==> config.mk <==
export PLATFORM = sky130hd
export DESIGN_NAME = ex1Stage
export DESIGN_NICKNAME = d
export VERILOG_FILES = /design/src/design/exPkg.sv /design/src/design/ex1Stage.sv
export SDC_FILE = /design/constraint.sdc
export NUM_CORES = 1
export LEC_CHECK = 0
export ABC_AREA = 1
export BUFFER_PORTS_ARGS = -buffer_cell sky130_fd_sc_hd__buf_2
export CORE_MARGIN = 2
export CORE_UTILIZATION = 25
export CTS_CLUSTER_SIZE = 16
export DETAILED_ROUTE_END_ITERATION = 7
export GPL_TIMING_DRIVEN = 0
export HOLD_SLACK_MARGIN = 0.1
export MAX_ROUTING_LAYER = met4
export SLEW_MARGIN = 20
export SYNTH_ARGS = -nofsm -noshare
export SYNTH_HDL_FRONTEND = slang
export SYNTH_SLANG_ARGS = --single-unit
==> constraint.sdc <==
create_clock -name clock -period 6.6 [get_ports clock]
set_input_delay 0.66 -clock clock [delete_from_list [all_inputs] [get_ports clock]]
set_output_delay 0.66 -clock clock [all_outputs]
set_load 0.005 [all_outputs]
==> src/design/exPkg.sv <==
// ##########################################################
// execute lane shared types
// ##########################################################
`default_nettype none

package exPkg;

	// datapath widths
	localparam int dataWidth = 64;   // register value
	localparam int regIdWidth = 6;   // register id
	localparam int immWidth = 33;    // decoder immediate, signed

	// id 0 is the null destination, no write
	localparam logic [regIdWidth-1:0] zeroRegId = '0;

	// micro-ops handled by this lane
	typedef enum logic [2:0] {
		opNop    = 3'd0,
		opAdd    = 3'd1,
		opSub    = 3'd2,
		opMul    = 3'd3,
		opLoad   = 3'd4,   // 64-bit raw
		opLoadFp = 3'd5,   // load then widen to double
		opStore  = 3'd6
	} microOp_t;

	// load conversion select for opLoadFp
	typedef enum logic [1:0] {
		convSingle = 2'd0,   // bits 31:0
		convHalf   = 2'd1,   // bits 15:0
		convRaw    = 2'd2    // as loaded
	} convSel_t;

	// memory status level, bit 1 is busy
	typedef enum logic [1:0] {
		memReady = 2'b00,
		memHold  = 2'b10,
		memFault = 2'b11
	} memStatus_t;

endpackage

`default_nettype wire

==> src/design/ex1Stage.sv <==
// ##########################################################
// EX1, ALU and address generation
// ##########################################################
`timescale 1ns/1ns
`default_nettype none

module ex1Stage (
	input wire clock,
	input wire reset,
	input wire hold,                               // lane stall from EX3
	input wire issueValid,
	input wire exPkg::microOp_t opCode,
	input wire exPkg::convSel_t convMode,
	input wire [exPkg::dataWidth-1:0] valueRs,
	input wire [exPkg::dataWidth-1:0] valueRt,
	input wire [exPkg::dataWidth-1:0] valueRm,
	input wire [exPkg::immWidth-1:0] immediate,
	input wire [exPkg::regIdWidth-1:0] destId,
	output exPkg::microOp_t ex1Op,
	output exPkg::convSel_t ex1Conv,
	output logic [exPkg::regIdWidth-1:0] ex1DestId,
	output logic [exPkg::dataWidth-1:0] ex1Result,
	output logic [exPkg::dataWidth-1:0] ex1ValueRs,
	output logic [exPkg::dataWidth-1:0] ex1ValueRt,
	output logic [exPkg::dataWidth-1:0] memAddr,
	output logic memRead,
	output logic memWrite,
	output logic [exPkg::dataWidth-1:0] memWriteData
);

	logic [exPkg::dataWidth-1:0] ex1ValueRm;   // store data
	logic [exPkg::immWidth-1:0] ex1Imm;
	logic [exPkg::dataWidth-1:0] immExt;
	logic [exPkg::dataWidth-1:0] effAddr;

	// op register, a nop when nothing issued
	always_ff @(posedge clock) begin
		if (reset) begin
			ex1Op <= exPkg::opNop;
		end else if (!hold) begin
			ex1Op <= issueValid ? opCode : exPkg::opNop;
		end
	end

	// operands and dest
	always_ff @(posedge clock) begin
		if (!hold) begin
			ex1Conv <= convMode;
			ex1DestId <= issueValid ? destId : exPkg::zeroRegId;
			ex1ValueRs <= valueRs;
			ex1ValueRt <= valueRt;
			ex1ValueRm <= valueRm;
			ex1Imm <= immediate;
		end
	end

	// base plus sign-extended displacement
	assign immExt = {{(exPkg::dataWidth-exPkg::immWidth){ex1Imm[exPkg::immWidth-1]}}, ex1Imm};
	assign effAddr = ex1ValueRs + immExt;

	always_comb begin
		case (ex1Op)
			exPkg::opAdd: ex1Result = ex1ValueRs + ex1ValueRt;
			exPkg::opSub: ex1Result = ex1ValueRs - ex1ValueRt;
			default: ex1Result = effAddr;   // lea style, unused by mem ops
		endcase
	end

	// request strobes, stay up while held
	assign memAddr = effAddr;
	assign memRead = (ex1Op == exPkg::opLoad) || (ex1Op == exPkg::opLoadFp);
	assign memWrite = (ex1Op == exPkg::opStore);
	assign memWriteData = ex1ValueRm;

endmodule

`default_nettype wire

* Word level (Yosys, flattened, before mapping)
Index checks and enable logic that the tools add are counted. Widths: inputs -> output; s select.
Storage, ports and cells: bits in registers 236, bits of input ports 240, logic and storage cells 18
Operators by class: reduce and logical (&&, ||, !) cells 1, eq/ne operators 5, $add $sub $neg 3, muxes and demuxes 2
Operator list (number):
- $add 64x64->64 | 2
- $pmux 64 s2 | 1
- $sub 64x64->64 | 1
- $eq 3x3->1 const B | 3
- $eq 3x1->1 const B | 1
- $eq 3x2->1 const B | 1
- $mux 3 | 1
- $logic_or 1x1->1 | 1

* Longest topological paths before layout
Gate-level depths: netlist of the first run.
depth after elaboration 2, mapped depth 26, gate-level depth less buffers 26

* Least setup slack after synthesis of the first run
No wires, ideal clock.
kind input to register, from input hold, to register ex1Conv[0], enable pin, data required time 6.017 ns, path slack 0.869 ns, library setup time 0.583 ns, stages on the path 1, arrival 5.148 ns, cell sequence inv_1
RTL lines:
- start: declaration | line ex1Stage.sv:10 | input wire hold,
- end signal: assignment | line ex1Stage.sv:48 | ex1Conv <= convMode;
- end: declaration | line ex1Stage.sv:20 | output exPkg::convSel_t ex1Conv,
No word-level cell between the ends.

* Final worst setup path of the first run
from register ex1ValueRt[0] in the netlist's numbering, to output ex1Result[27] in the netlist's numbering
On the way: longest elaborated chain between the ends 2, elaborated cells on any way between the ends 3, classes of those cells add/sub: 2; mux: 1
RTL lines:
- start: declaration | line ex1Stage.sv:24 | output logic [exPkg::dataWidth-1:0] ex1ValueRt,
- start signal: assignment | line ex1Stage.sv:51 | ex1ValueRt <= valueRt;
- $sub 64x64->64 or $add 64x64->64 (tied branches) | line ex1Stage.sv:64, ex1Stage.sv:63
- $pmux 64 s2 * | line ex1Stage.sv:62 | case (ex1Op)
- end: declaration | line ex1Stage.sv:22 | output logic [exPkg::dataWidth-1:0] ex1Result,
Every way passes the cells marked *; elsewhere a longest branch is shown, timed or not.

==> results.txt, run 1 <==
Prior to clock tree synthesis, the placed netlist has a worst setup slack of 1467 ps. Routability-driven placement finished with a final weighted congestion of 1.012. The routed wirelength normalized by instance count came out at 19.35 um.

The kind of start point of the critical path is a flip-flop. The number of buffers created by CTS is 28. The internal portion of the total power is 3.539 mW. Cells with a size suffix above 1 make up 18.24% of the layout. The worst setup skew after layout is 0 ps.

Entering global routing, the biggest net connects 92 pins. The netlist area before placement came out at 22040 um^2. Setup repair after global routing left no endpoint under its margin. The endpoint type of the worst setup path is an output port.

The count of hold-fix buffers inserted at cts is 0. The maximum fanout count along the critical path came out at 5. The final count of negative-setup-slack endpoints is 0. By area the synthesized netlist is led by sky130_fd_sc_hd__edfxtp_1, sky130_fd_sc_hd__nand2_1, sky130_fd_sc_hd__inv_1, sky130_fd_sc_hd__ha_1, sky130_fd_sc_hd__nor2_1. The number of antenna violations at the first check in global routing came to 1. The number of core rows is 108. The CTS tree is built.

In the post-synthesis netlist, the cell with the most instances is sky130_fd_sc_hd__nand2_1. The clock network fraction of design power is 23.4%. Net switching is 43.68% of the power. The detailed-router iteration count before antenna repair is 5. The slew at the pin with the worst max-slew slack is 1006 ps. The fraction of power consumed by combinational cells is 45.7%. The fraction of post-synthesis cell area in the top cell type by area came out at 31.75%. The class of the tightest hold or removal check is in2reg. Among all flip-flop cells after synthesis, the most frequent one is sky130_fd_sc_hd__edfxtp_1. Data on the critical path arrives at its endpoint at 5220 ps.

CTS saw 236 sinks. The number of cells upsized or downsized after cts came out at 0. The run finished with clean final reports.

The net total in the final layout is 4395. Summed over all layers, the routed wires come to 100700 um. The die area came out at 90530 um^2. Dividing total power by cell area gives a power density of 230.4 nW/um^2. For this run the aggregate overflow at the end of global routing stands at 0.

The count of nets left with antenna violations once routing finished came out at 0. The number of buffers on the longest clock path is 3. The reported leakage power came out at 14.90 nW. The Yosys step of the flow raised 0 warnings. The worst setup path is of the reg2out kind. The minimum period implied by the final worst setup slack came out at 5882 ps.

The count of buffers from port buffering came out at 571. The cell type with the highest aggregate area in the netlist is sky130_fd_sc_hd__edfxtp_1. The share of the cycle needed by the critical path after routing came out at 89.12%. When the netlist entered floorplanning its net count stood at 3791.

The I/O pin count is 573. The number of register bits inferred by synthesis is 236. The number of enable-type register cells in the synthesized netlist came out at 233. The half-perimeter wire length after placement came out at 87900 um.

The initial cell density of the core came out at 25.32%. The DRC violation total after the first TritonRoute iteration came out at 1615. The clock insertion delay at the later pin of the skew report is 610 ps. In this run, flip-flops and latches consume 31.0% of the power.

The number of global-route vias before repair is 22944. The number of levels in the clock H-tree is 1. The worst setup margin is 718.0 ps.

The die is 300.9 um wide. The first-pass GRT wire length came out at 142800 um. By count the netlist is led by sky130_fd_sc_hd__nand2_1, sky130_fd_sc_hd__inv_1, sky130_fd_sc_hd__nor2_1, sky130_fd_sc_hd__edfxtp_1, sky130_fd_sc_hd__nand3_1. The die height is 300.9 um. The detailed-route vias per instance is 4.500. The distinct cell type count of the synthesized netlist came out at 49. The number of instances in the synthesized netlist is 3422.

The cell sitting at the root of the clock tree is a sky130_fd_sc_hd__clkbuf_16. Hold timing on the final database bottoms out at a slack of 217.2 ps. The global routing usage summed across all routing layers came out at 22.17%.

The final count of pins violating max slew is 0. The remaining max-slew budget at the tightest pin is 32.91%. Clock-pin slew was measured on the worst setup and hold paths at 60 ps.

The hold violation count in the final report came out at 0. The post-synthesis sequential area ratio is 32.02%. The number of DRC violations after detailed routing is 0. For this design the total switching power over the nets is 2.746 mW. The post-synthesis to final-layout area growth came out at 23.80%. The total via count in the routed design is 23416. The highest ir drop seen on vdd came out at 222.0 uV. The synthesized area per cell is 6.440 um^2. The highest achievable clock rate is 170.0 MHz.

After clock tree synthesis, the setup repair step added 0 buffers. The post-synthesis async set-or-reset flop share came out at 0%. For the worst setup path, the data required time is 5940 ps. The area of the placeable core came out at 87020 um^2. The tool flagged a number of max-cap violations equal to 0.
cells by family (layout without fill, tap and decap cells):
logic type / count (synthesis) / count (layout) / share of synthesized area, %
compound gates: 220 / 220 / 5.371
xor+xnor: 108 / 108 / 4.463
fa+ha+maj: 129 / 129 / 7.393
buf+inv: 733 / 1358 / 12.64
flops: 236 / 236 / 32.02
other cells: 0 / 1 / 0
simple gates: 1996 / 1996 / 38.11
layout by cell type (no fill, tap or decap), types with 27 or more instances in the layout:
cell / netlist / layout
sky130_fd_sc_hd__nor2_2: 27 / 27
sky130_fd_sc_hd__clkbuf_16: 0 / 28
sky130_fd_sc_hd__and2_1: 32 / 32
sky130_fd_sc_hd__inv_1: 701 / 700
sky130_fd_sc_hd__nand3b_1: 27 / 27
sky130_fd_sc_hd__nand4_1: 32 / 32
sky130_fd_sc_hd__xor2_1: 71 / 71
sky130_fd_sc_hd__a21oi_1: 119 / 119
sky130_fd_sc_hd__nor3_1: 37 / 37
sky130_fd_sc_hd__nand2_1: 1325 / 1325
sky130_fd_sc_hd__edfxtp_1: 233 / 233
sky130_fd_sc_hd__xnor2_1: 32 / 32
sky130_fd_sc_hd__ha_1: 127 / 127
sky130_fd_sc_hd__nor2_1: 283 / 283
sky130_fd_sc_hd__buf_2: 9 / 580
sky130_fd_sc_hd__o21ai_0: 64 / 64
sky130_fd_sc_hd__nand3_1: 165 / 165
stage by stage:
step	utilization [%]	setup TNS (ps)	cell area, um^2	cells	power, mW
final	31.35	0	27280	5203	6.285
after global routing	31.35	0	27280	5203	6.707
after CTS	31.34	0	27280	5202	6.342
after detailed placement	30.36	0	26420	5151	4.830
after global placement	30.27	-325510	26340	5148	4.828
after floorplan	-	0	22040	3422	3.548
path summary, 6_finish.rpt:
check,start,to,slack (ps),cells past startpoint
worst max-delay path,ex1ValueRt[0]$_DFFE_PN_,ex1Result[27],720,22
worst min-delay path,valueRt[50],ex1ValueRt[50]$_DFFE_PN_,220,1
worst max register to register,ex1Op[2]$_SDFFE_PP0N_,ex1Op[2]$_SDFFE_PP0N_,5730,2
worst min register to register,ex1Op[0]$_SDFFE_PP0N_,ex1Op[0]$_SDFFE_PP0N_,520,2
sequential cells by signal (all words and copies together), names as in the netlist:
register,cells
ex1Op,3
ex1Conv,2
memWriteData,64
ex1ValueRt,64
ex1Imm,33
ex1ValueRs,64
ex1DestId,6
power groups by stage:
| stage | clock (mW) | combinational, mW | sequential (mW) |
|---|---|---|---|
| after floorplan | 0 | 1.64 | 1.91 |
| after global placement | 0 | 2.83 | 2.00 |
| after detailed placement | 0 | 2.85 | 1.98 |
| after CTS | 1.53 | 2.86 | 1.95 |
| after global routing | 1.58 | 3.17 | 1.96 |
| final | 1.47 | 2.87 | 1.95 |
layer usage:
metal	track usage, %	vias up	routed length, um
li1	-	11802	-
met1	26.66	10700	42500
met2	38.06	764	48470
met3	2.633	150	5494
met4	7.996	0	4209
met5	-	-	0
final cells by class:
class,count,area (um^2)
Buffer,22,111.4
Timing Repair Buffer,574,2928
Tap cell,1155,1445
Inverter,711,2681
Sequential cell,236,7057
Multi-Input combinational cell,2453,12190
Antenna cell,1,2.502
Clock inverter,18,141.4
Clock buffer,33,719.4
Fill cell,9888,59740
worst max-delay path, stage by stage, from the launching register on:
cell                       delay, ps
sky130_fd_sc_hd__edfxtp_1        460
sky130_fd_sc_hd__inv_1           130
sky130_fd_sc_hd__ha_1            290
sky130_fd_sc_hd__nand3_2         220
sky130_fd_sc_hd__nor2_4          210
sky130_fd_sc_hd__inv_2            90
sky130_fd_sc_hd__nor2_4          120
sky130_fd_sc_hd__nand4_2         150
sky130_fd_sc_hd__o21ai_2         230
sky130_fd_sc_hd__nand2_1         100
sky130_fd_sc_hd__xnor2_1         390
sky130_fd_sc_hd__ha_1            360
sky130_fd_sc_hd__nand2_1         160
sky130_fd_sc_hd__inv_1            60
sky130_fd_sc_hd__nand2_1          60
sky130_fd_sc_hd__nand2_1          70
sky130_fd_sc_hd__inv_1            60
sky130_fd_sc_hd__nand2_1          80
sky130_fd_sc_hd__a21oi_1         130
sky130_fd_sc_hd__nand2_1         190
sky130_fd_sc_hd__o21ai_0         670
sky130_fd_sc_hd__nand2_1         180
sky130_fd_sc_hd__buf_2           190
Power figures use the tool's default switching activity.
==> run 2, diff against run 1 <==
- ABC_AREA: 1 -> not set
==> run 2 against run 1 <==
Net effect:
- the run now ends with negative setup slack left
- die area is 25% lower
- sequential power about the same
- global-route usage down 1.2 points
- setup slack got worse by 930 ps
- hold slack better by 8.4 ps
- synthesized cell count is 50% lower
- critical endpoint is now ex1Result[52]
- largest cell class unchanged
==> results.txt, run 2 <==
The run finished, with violations left. The checks that failed: negative setup slack. The number of antenna violations at the first check in global routing came out at 4 (+3).

The cell type with the highest aggregate area in the netlist is sky130_fd_sc_hd__edfxtp_1. The worst setup skew after layout is 0 ps (unchanged). Ranked by instance count, the synthesized netlist is headed by sky130_fd_sc_hd__edfxtp_1, sky130_fd_sc_hd__a21oi_1, sky130_fd_sc_hd__nand2_1, sky130_fd_sc_hd__nor2_1, sky130_fd_sc_hd__o21ai_0. The detailed-route vias per instance came out at 5.057 (+12%). The global routing usage summed across all routing layers came out at 20.96% (-1.2 points). The final count of negative-setup-slack endpoints came out at 12 (+12). The internal power is 3.666 mW (+3.6%). The highest ir drop seen on vdd is 210.4 uV (-5.3%). In this run the critical register-to-register path is launched from ex1Op[0]$_SDFFE_PP0N_. Yosys attributes the largest share of cell area to sky130_fd_sc_hd__edfxtp_1, sky130_fd_sc_hd__ha_1, sky130_fd_sc_hd__a21oi_1, sky130_fd_sc_hd__xor2_1, sky130_fd_sc_hd__xnor2_1. TritonCTS built the clock tree.

The minimum period implied by the final worst setup slack is 6812 ps (+930.2 ps). Leaving out fill and tap cells, the most frequent cell in the layout is sky130_fd_sc_hd__buf_2. The remaining antenna violation count after routing came to 0 (unchanged). Among all cell types in the netlist, the one instantiated most often is sky130_fd_sc_hd__edfxtp_1.

Traced cell by cell, the critical path runs through inv_1, ha_2, or4b_4, or4_4, or2_4, or3_4, nor3_4, nor3b_4, buf_6, a21oi_4, xnor2_2, ha_1, buf_4, a31oi_1, o21ai_2, a211oi_2, o31a_1, buf_6, o31ai_4, a21boi_1, xor2_1, o21ai_2, buf_2. The netlist area before placement came out at 16540 um^2 (-25%). The CTS clock-pin slew for the worst setup and hold paths is 70 ps (about the same). The proportion of total power due to net switching is 39.13% (-4.6 points). The number of maximum-capacitance constraint violations is 0 (unchanged). The cell with the biggest individual delay on the critical path is sky130_fd_sc_hd__or4b_4. The total power divided by cell area came out at 268.0 nW/um^2 (+16%).

The routability congestion estimate came out at 0.9748 (-3.6%). The number of instances in the synthesized netlist is 1704 (-50%). The number of register bits inferred by synthesis came out at 236 (unchanged). The area of the placeable core came out at 65630 um^2 (-25%).

The total length of routed met3 wires came to 4942 um (-10%). The critical path arrival is 6150 ps (+930 ps). The total via count in the routed design is 16334 (-30%). The capturing point of the worst reg2reg path is ex1Op[0]$_SDFFE_PP0N_. The reported leakage power was 9.534 nW (-36%). The cell depth of the worst flop-to-flop path came to 2 (unchanged). The worst setup path is of the reg2out kind. The half-perimeter wire length after placement is 59920 um (-32%).

The remaining max-slew budget at the tightest pin came to 27.12% (-5.8 points). The fraction of power consumed by combinational cells came out at 42.1% (-3.6 points). The hold path depth is 1 (unchanged).

The worst setup margin is -212.2 ps (-930.2 ps). The total grt overflow was 0 (unchanged). The count of buffers from port buffering came to 572 (+0.18%). The DRC violation total after the first TritonRoute iteration is 1480 (-8.4%). The post-synthesis to final-layout area growth is 35.86%. The number of clock sinks is 236 (unchanged). The worst reg-to-reg setup slack came out at 5770 ps (+40 ps). The number of levels in the clock H-tree is 1 (unchanged). The hold violation count in the final report is 0 (unchanged).

The die height is 261.2 um (-13%). The share of the cycle needed by the critical path after routing is 103.2% (+14 points). The highest achievable clock rate is 146.8 MHz (-14%). STA classifies the critical path endpoint as an output port.

The net switching component of the power came out at 2.357 mW (-14%). The sequential share of power came out at 32.2% (+1.2 points). The highest metal layer carrying signal wires in the routed design is met4. The maximum fanout count along the critical path is 6 (+1). The top cell family by delay on the critical path is simple AND/OR/NAND/NOR gates.

The required time at the worst-slack endpoint was 5940 ps (about the same). The number of global-route vias before repair is 15810 (-31%). For hold timing, the worst endpoint is ex1Imm[18]$_DFFE_PN_. The count of hold-fix buffers inserted at cts is 0 (unchanged). The buffers plus inverters on the worst setup path is 5 (unchanged). The final count of pins violating max slew came out at 0 (unchanged).

The root buffer cell chosen for the clock tree is sky130_fd_sc_hd__clkbuf_16. The worst stage delay on the critical path is 520 ps (-150 ps). STA classifies the critical path startpoint as a flip-flop.

Setup repair after global routing could not meet its margin everywhere. The fraction of post-synthesis cell area in the top cell type by area is 42.29% (+11 points). The horizontal die dimension came out at 261.2 um (-13%). The area of placed instances is 20580 um^2 (-22%).

The synthesized area per cell came out at 9.709 um^2 (+51%). The share of cells above drive strength 1 came to 34.50% (+16 points). For this run, the leading register cell type out of synthesis is sky130_fd_sc_hd__edfxtp_1.

The post-synthesis sequential area ratio came to 42.66% (+11 points). The number of warnings reported in the yosys synthesis log came out at 0 (unchanged). In the layout the commonest cells are sky130_fd_sc_hd__buf_2, sky130_fd_sc_hd__edfxtp_1, sky130_fd_sc_hd__nand2_1.

The distinct cell type count of the synthesized netlist was 72 (+47%). The post-synthesis async set-or-reset flop share is 0% (unchanged). The slew at the pin with the worst max-slew slack is 1093 ps (+86.71 ps).

The sum of routed wire segments on met1 was 32680 um (-23%). The net total in the final layout is 2712 (-38%). The I/O pin count came out at 573 (unchanged). The startpoint of the worst hold path is immediate[18]. The net count after synthesis came out at 2073 (-45%). The number of core rows came out at 94 (-13%). The clock insertion delay at the later pin of the skew report is 570 ps (-40 ps). The number of buffers on the longest clock path is 3 (unchanged). The total wire length came out at 73350 um (-27%). The number of buffers created by CTS is 28 (unchanged). The class of the tightest hold or removal check is in2reg. The initial cell density of the core came out at 25.21% (-0.11 points). The clock network fraction of design power is 25.7% (+2.3 points). The detailed-routed wire length on met2 came out at 32640 um (-33%).

The number of DRC violations after detailed routing is 0 (unchanged). The first-pass GRT wire length is 102600 um (-28%). The number of enable-type register cells in the synthesized netlist is 233 (unchanged). The detailed-router iteration count before antenna repair is 5 (unchanged). The routed wirelength normalized by instance count is 22.71 um (+17%). The pin count of the biggest net entering global routing came out at 104 (+13%).

The post-route standard cell area excluding fillers is 22480 um^2 (-18%). The worst setup timing slack at the placement stage came out at -373.2 ps (-1841 ps). The die area is 68250 um^2 (-25%).
[run 2: cell count changes after synthesis, moves of 25 or more]
cell / delta
sky130_fd_sc_hd__a21oi_1: +52
sky130_fd_sc_hd__o21ai_0: +64
sky130_fd_sc_hd__nor2_1: -153
sky130_fd_sc_hd__xnor2_1: +57
sky130_fd_sc_hd__a21o_1: +51
sky130_fd_sc_hd__nand3b_1: -25
sky130_fd_sc_hd__nor2_2: -27
sky130_fd_sc_hd__inv_1: -662
sky130_fd_sc_hd__clkbuf_1: +54
sky130_fd_sc_hd__nand2_1: -1155
sky130_fd_sc_hd__nand3_1: -138
[run 2: power by group through the flow]
stage | Sequential [mW] | Combinational, mW | Clock (mW)
after global placement | 1.99 | 2.30 | 0
after CTS | 1.93 | 2.43 | 1.60
after floorplan | 1.91 | 1.30 | 0
after detailed placement | 1.96 | 2.30 | 0
final | 1.94 | 2.54 | 1.55
after global routing | 1.95 | 2.74 | 1.65
[run 2: repair_timing]
action / in CTS / in global routing
pin swaps: 57 / 44
endpoints found under the setup margin: 32 / 33
buffers inserted: 33 / 12
hold endpoints to repair: 0 / 0
gates resized for setup: 94 / 83
[run 2: stage by stage]
stage	instances	power (mW)	hold slack, ps	util, %	setup TNS (ps)
2_1_floorplan	1704	3.209	548.4	-	0
3_3_place_gp	3140	4.286	643.7	31.22	-377450
3_5_place_dp	3144	4.263	649.2	31.35	-1055
4_1_cts	3217	5.959	184.3	33.64	-1936
5_1_grt	3230	6.338	190.0	34.25	-4894
6_report	3230	6.023	225.6	34.25	-1560
[run 2: metal layers]
metal | global-route usage [%] | vias to the layer above
li1 | - | 7667
met1 | 28.43 | 7824
met2 | 31.49 | 718
met3 | 3.058 | 125
met4 | 7.939 | 0
met5 | - | -
[run 2: how the worst max path moves through the flow]
stage,start,end,cells past startpoint
after global routing,ex1ValueRt[0]$_DFFE_PN_,ex1Result[59],23
after floorplan,ex1ValueRt[0]$_DFFE_PN_,ex1Result[62],21
after detailed placement,ex1ValueRt[0]$_DFFE_PN_,ex1Result[62],22
final,ex1ValueRt[0]$_DFFE_PN_,ex1Result[52],23
after CTS,ex1ValueRt[0]$_DFFE_PN_,ex1Result[59],23
after global placement,hold,ex1Op[2]$_SDFFE_PP0N_,5
[run 2: layout make-up]
cell class	instances	area, um^2
multi-input cells	1362	9744
well taps	864	1081
flip-flops and latches	236	7057
inverters	39	153.9
clock buffers	29	704.4
diodes	4	10.01
fillers	6851	43150
plain buffers	55	211.5
clock inverters	20	193.9
repair buffers	621	3321
[run 2: kinds of logic after synthesis]
| family | Yosys count | synth area share, % |
|---|---|---|
| AOI/OAI and AO/OA | 534 | 20.00 |
| xor gates and xnor gates | 182 | 9.635 |
| buffers and inverters | 106 | 2.405 |
| and+or+nand+nor | 503 | 14.51 |
| muxes | 14 | 0.9378 |
| DFF | 236 | 42.66 |
| adders and majority gates | 129 | 9.847 |
==> run 3, diff against run 2 <==
- CORE_AREA: not set -> 2 2 221 223
- CORE_MARGIN: 2 -> not set
- CORE_UTILIZATION: 25 -> not set
- DIE_AREA: not set -> 0 0 223 225
==> run 3 against run 2 <==
Net effect:
- the flow still finishes with violations (negative setup slack)
- critical path depth grew 2
- flip-flop and latch count is the same
- first-iteration DRC count shrank 19%
==> results.txt, run 3 (same netlist as run 2, synthesis figures left out) <==
The half-perimeter wire length after placement came out at 53660 um (-10%). The worst setup path is of the reg2out kind. The die height is 225 um (-14%).

The endpoint type of the worst setup path is an output port. The total wire length is 67200 um (-8.4%). The hold violation count in the final report is 0 (unchanged).

The initial cell density of the core is 34.79% (+9.6 points). The worst setup path is launched from a flip-flop. The count of hold-fix buffers inserted at cts was 0 (unchanged).

The post-synthesis to final-layout area growth is 34.47%. The origin of the worst setup path is ex1ValueRt[0]$_DFFE_PN_. TritonCTS built the clock tree. The worst setup margin came out at -321.6 ps (-109.4 ps). The final reports fail on negative setup slack. The DRC violation total after the first TritonRoute iteration is 1198 (-19%).

The count of buffers from port buffering is 572 (unchanged). The pin count of the biggest net entering global routing came to 111 (+6.7%). The die area came out at 50180 um^2 (-26%). The tree is rooted in a sky130_fd_sc_hd__clkbuf_16. The area of placed instances came out at 20280 um^2 (-1.4%). The critical path arrival came out at 6260 ps (+110 ps). The number of buffers created by CTS was 26 (-7.1%). The horizontal die dimension came out at 223 um (-15%). The sum of internal, switching and leakage power is 5.802 mW (-3.7%). The hold path depth is 1 (unchanged). The clock insertion delay at the later pin of the skew report came out at 590 ps (+20 ps). The cell depth of the worst flop-to-flop path was 2 (unchanged). The total grt overflow came out at 0 (unchanged).

The share of cells above drive strength 1 is 35.01% (+0.50 points). The most frequent standard cell in the layout excluding fill and tap cells is sky130_fd_sc_hd__buf_2. The number of levels in the clock H-tree is 1 (unchanged). The worst hold slack after final layout came out at 240.6 ps (+14.99 ps). The worst reg-to-reg setup slack is 5890 ps (+120 ps).

The post-layout utilization of the core came out at 46.79% (+13 points). The area of the placeable core came to 47550 um^2 (-28%). The net total in the final layout is 2723 (+0.41%). The number of maximum-capacitance constraint violations came out at 0 (unchanged).

The post-route standard cell area excluding fillers is 22250 um^2 (-1.0%). The number of buffers on the longest clock path came out at 3 (unchanged). The flip-flop and latch area is 7057 um^2 (unchanged).

The detailed-router iteration count before antenna repair came to 6 (+1). The maximum fanout count along the critical path is 6 (unchanged). The I/O pin count came to 573 (unchanged).

The number of clock sinks was 236 (unchanged). The count of non-filler cells in the finished layout is 2988 (-7.5%). The routability congestion estimate is 0.9210 (-5.5%). The number of core rows is 80 (-15%).

The startpoint of the worst hold path is valueRm[27]. The path with the worst hold slack has its endpoint at memWriteData[27]$_DFFE_PN_. The worst setup skew after layout is 0 ps (unchanged). The number of antenna violations at the first check in global routing came out at 1 (-3). The minimum period implied by the final worst setup slack is 6922 ps (+109.4 ps). The number of DRC violations after detailed routing is 0 (unchanged). The worst setup timing slack at the placement stage is -860.4 ps (-487.2 ps). The final count of negative-setup-slack endpoints is 10 (-2).

The area of combinational cells with multiple inputs is 9809 um^2 (+0.67%). Setup repair after global routing could not meet its margin everywhere. The detailed-route vias per instance came out at 5.460 (+8.0%). The highest ir drop seen on vdd came out at 239.3 uV (+14%). The flow ran to the end, but the final reports show violations. The global routing usage summed across all routing layers came out at 25.95% (+5.0 points).

The first-pass GRT wire length came out at 96260 um (-6.2%). The required time at the worst-slack endpoint came to 5940 ps (about the same). The worst register-to-register path ends at ex1Op[1]$_SDFFE_PP0N_. The slew at the pin with the worst max-slew slack came out at 1042 ps (-51.60 ps).

The remaining antenna violation count after routing came out at 0 (unchanged). The top cell types in the final layout, fill and taps aside, are sky130_fd_sc_hd__buf_2, sky130_fd_sc_hd__edfxtp_1, sky130_fd_sc_hd__nand2_1. The number of global-route vias before repair is 16042 (+1.5%). The share of the cycle needed by the critical path after routing came to 104.9% (+1.7 points). The total via count in the routed design is 16314 (-0.12%). The CTS clock-pin slew for the worst setup and hold paths is 60 ps (about the same). The final-layout setup total negative slack is -1662 ps (-102.1 ps).

The final count of pins violating max slew came out at 0 (unchanged). The remaining max-slew budget at the tightest pin came to 29.92% (+2.8 points). The number of inserted filler cells in the final layout is 4574 (-33%). The total power divided by cell area came out at 260.8 nW/um^2 (-2.7%).

The highest achievable clock rate came out at 144.5 MHz (-1.6%). The number of instances in the placed design was 2896 (-7.9%). In this run the critical register-to-register path is launched from ex1Op[1]$_SDFFE_PP0N_. The reported leakage power came out at 9.603 nW (+0.72%).

The routed wirelength normalized by instance count came to 22.49 um (-0.96%). The worst hold path belongs to the class in2reg.
run 3: power by group:
part | total [mW] | switching (mW) | internal, mW
combinational | 2.53 | 1.48 | 1.04
clock | 1.38 | 0.615 | 0.762
sequential | 1.90 | 0.111 | 1.78
total | 5.80 | 2.21 | 3.59
run 3: layout make-up:
class                   count  share of cell area [%]
diodes                      2                 0.02250
clock buffers              33                   3.043
clock inverters            12                  0.4893
inverters                  39                  0.6918
well taps                 615                   3.459
plain buffers              55                  0.9786
repair buffers            634                   15.50
multi-input cells        1362                   44.09
flip-flops and latches    236                   31.72
run 3: how the worst max path moves through the flow:
stage / end / slack [ps]
2_1_floorplan: ex1Result[62] / 540
3_3_place_gp: ex1Result[62] / -1570
3_5_place_dp: ex1Result[62] / -860
4_1_cts: ex1Result[62] / -360
5_1_grt: ex1Result[61] / -630
6_report: ex1Result[61] / -320
run 3: what timing repair did:
item	in CTS	in global routing
buffers inserted	32	28
resized for setup	103	93
setup endpoints to repair	33	27
cloned	0	0
pin swaps	52	48
endpoints found under the hold margin	0	0
run 3: routing by layer:
| layer | wire [um] | vias up | GRT usage [%] |
|---|---|---|---|
| met3 | 4599 | 100 | 4.133 |
| met2 | 32110 | 678 | 42.40 |
| met5 | 0 | - | - |
| met4 | 2268 | 0 | 8.703 |
| li1 | - | 7691 | - |
| met1 | 28230 | 7845 | 32.89 |
run 3: critical path, cell delays in order (launching register included):
cell and delay (ps):
sky130_fd_sc_hd__edfxtp_1 450, sky130_fd_sc_hd__inv_1 90, sky130_fd_sc_hd__ha_2 180, sky130_fd_sc_hd__or4b_4 490, sky130_fd_sc_hd__or4_4 470, sky130_fd_sc_hd__or2_4 300
sky130_fd_sc_hd__or3_4 400, sky130_fd_sc_hd__nor3_4 150, sky130_fd_sc_hd__nor3b_4 210, sky130_fd_sc_hd__buf_6 170, sky130_fd_sc_hd__nand2_4 60, sky130_fd_sc_hd__or4_4 470
sky130_fd_sc_hd__o21ai_2 160, sky130_fd_sc_hd__xor2_1 190, sky130_fd_sc_hd__ha_2 330, sky130_fd_sc_hd__buf_6 130, sky130_fd_sc_hd__a21o_1 150, sky130_fd_sc_hd__a21oi_2 130
sky130_fd_sc_hd__o21bai_2 100, sky130_fd_sc_hd__o21ai_1 140, sky130_fd_sc_hd__nand2b_1 80, sky130_fd_sc_hd__a21oi_2 210, sky130_fd_sc_hd__nand3_1 150, sky130_fd_sc_hd__mux2i_1 220
sky130_fd_sc_hd__a211o_1 140, sky130_fd_sc_hd__buf_2 110
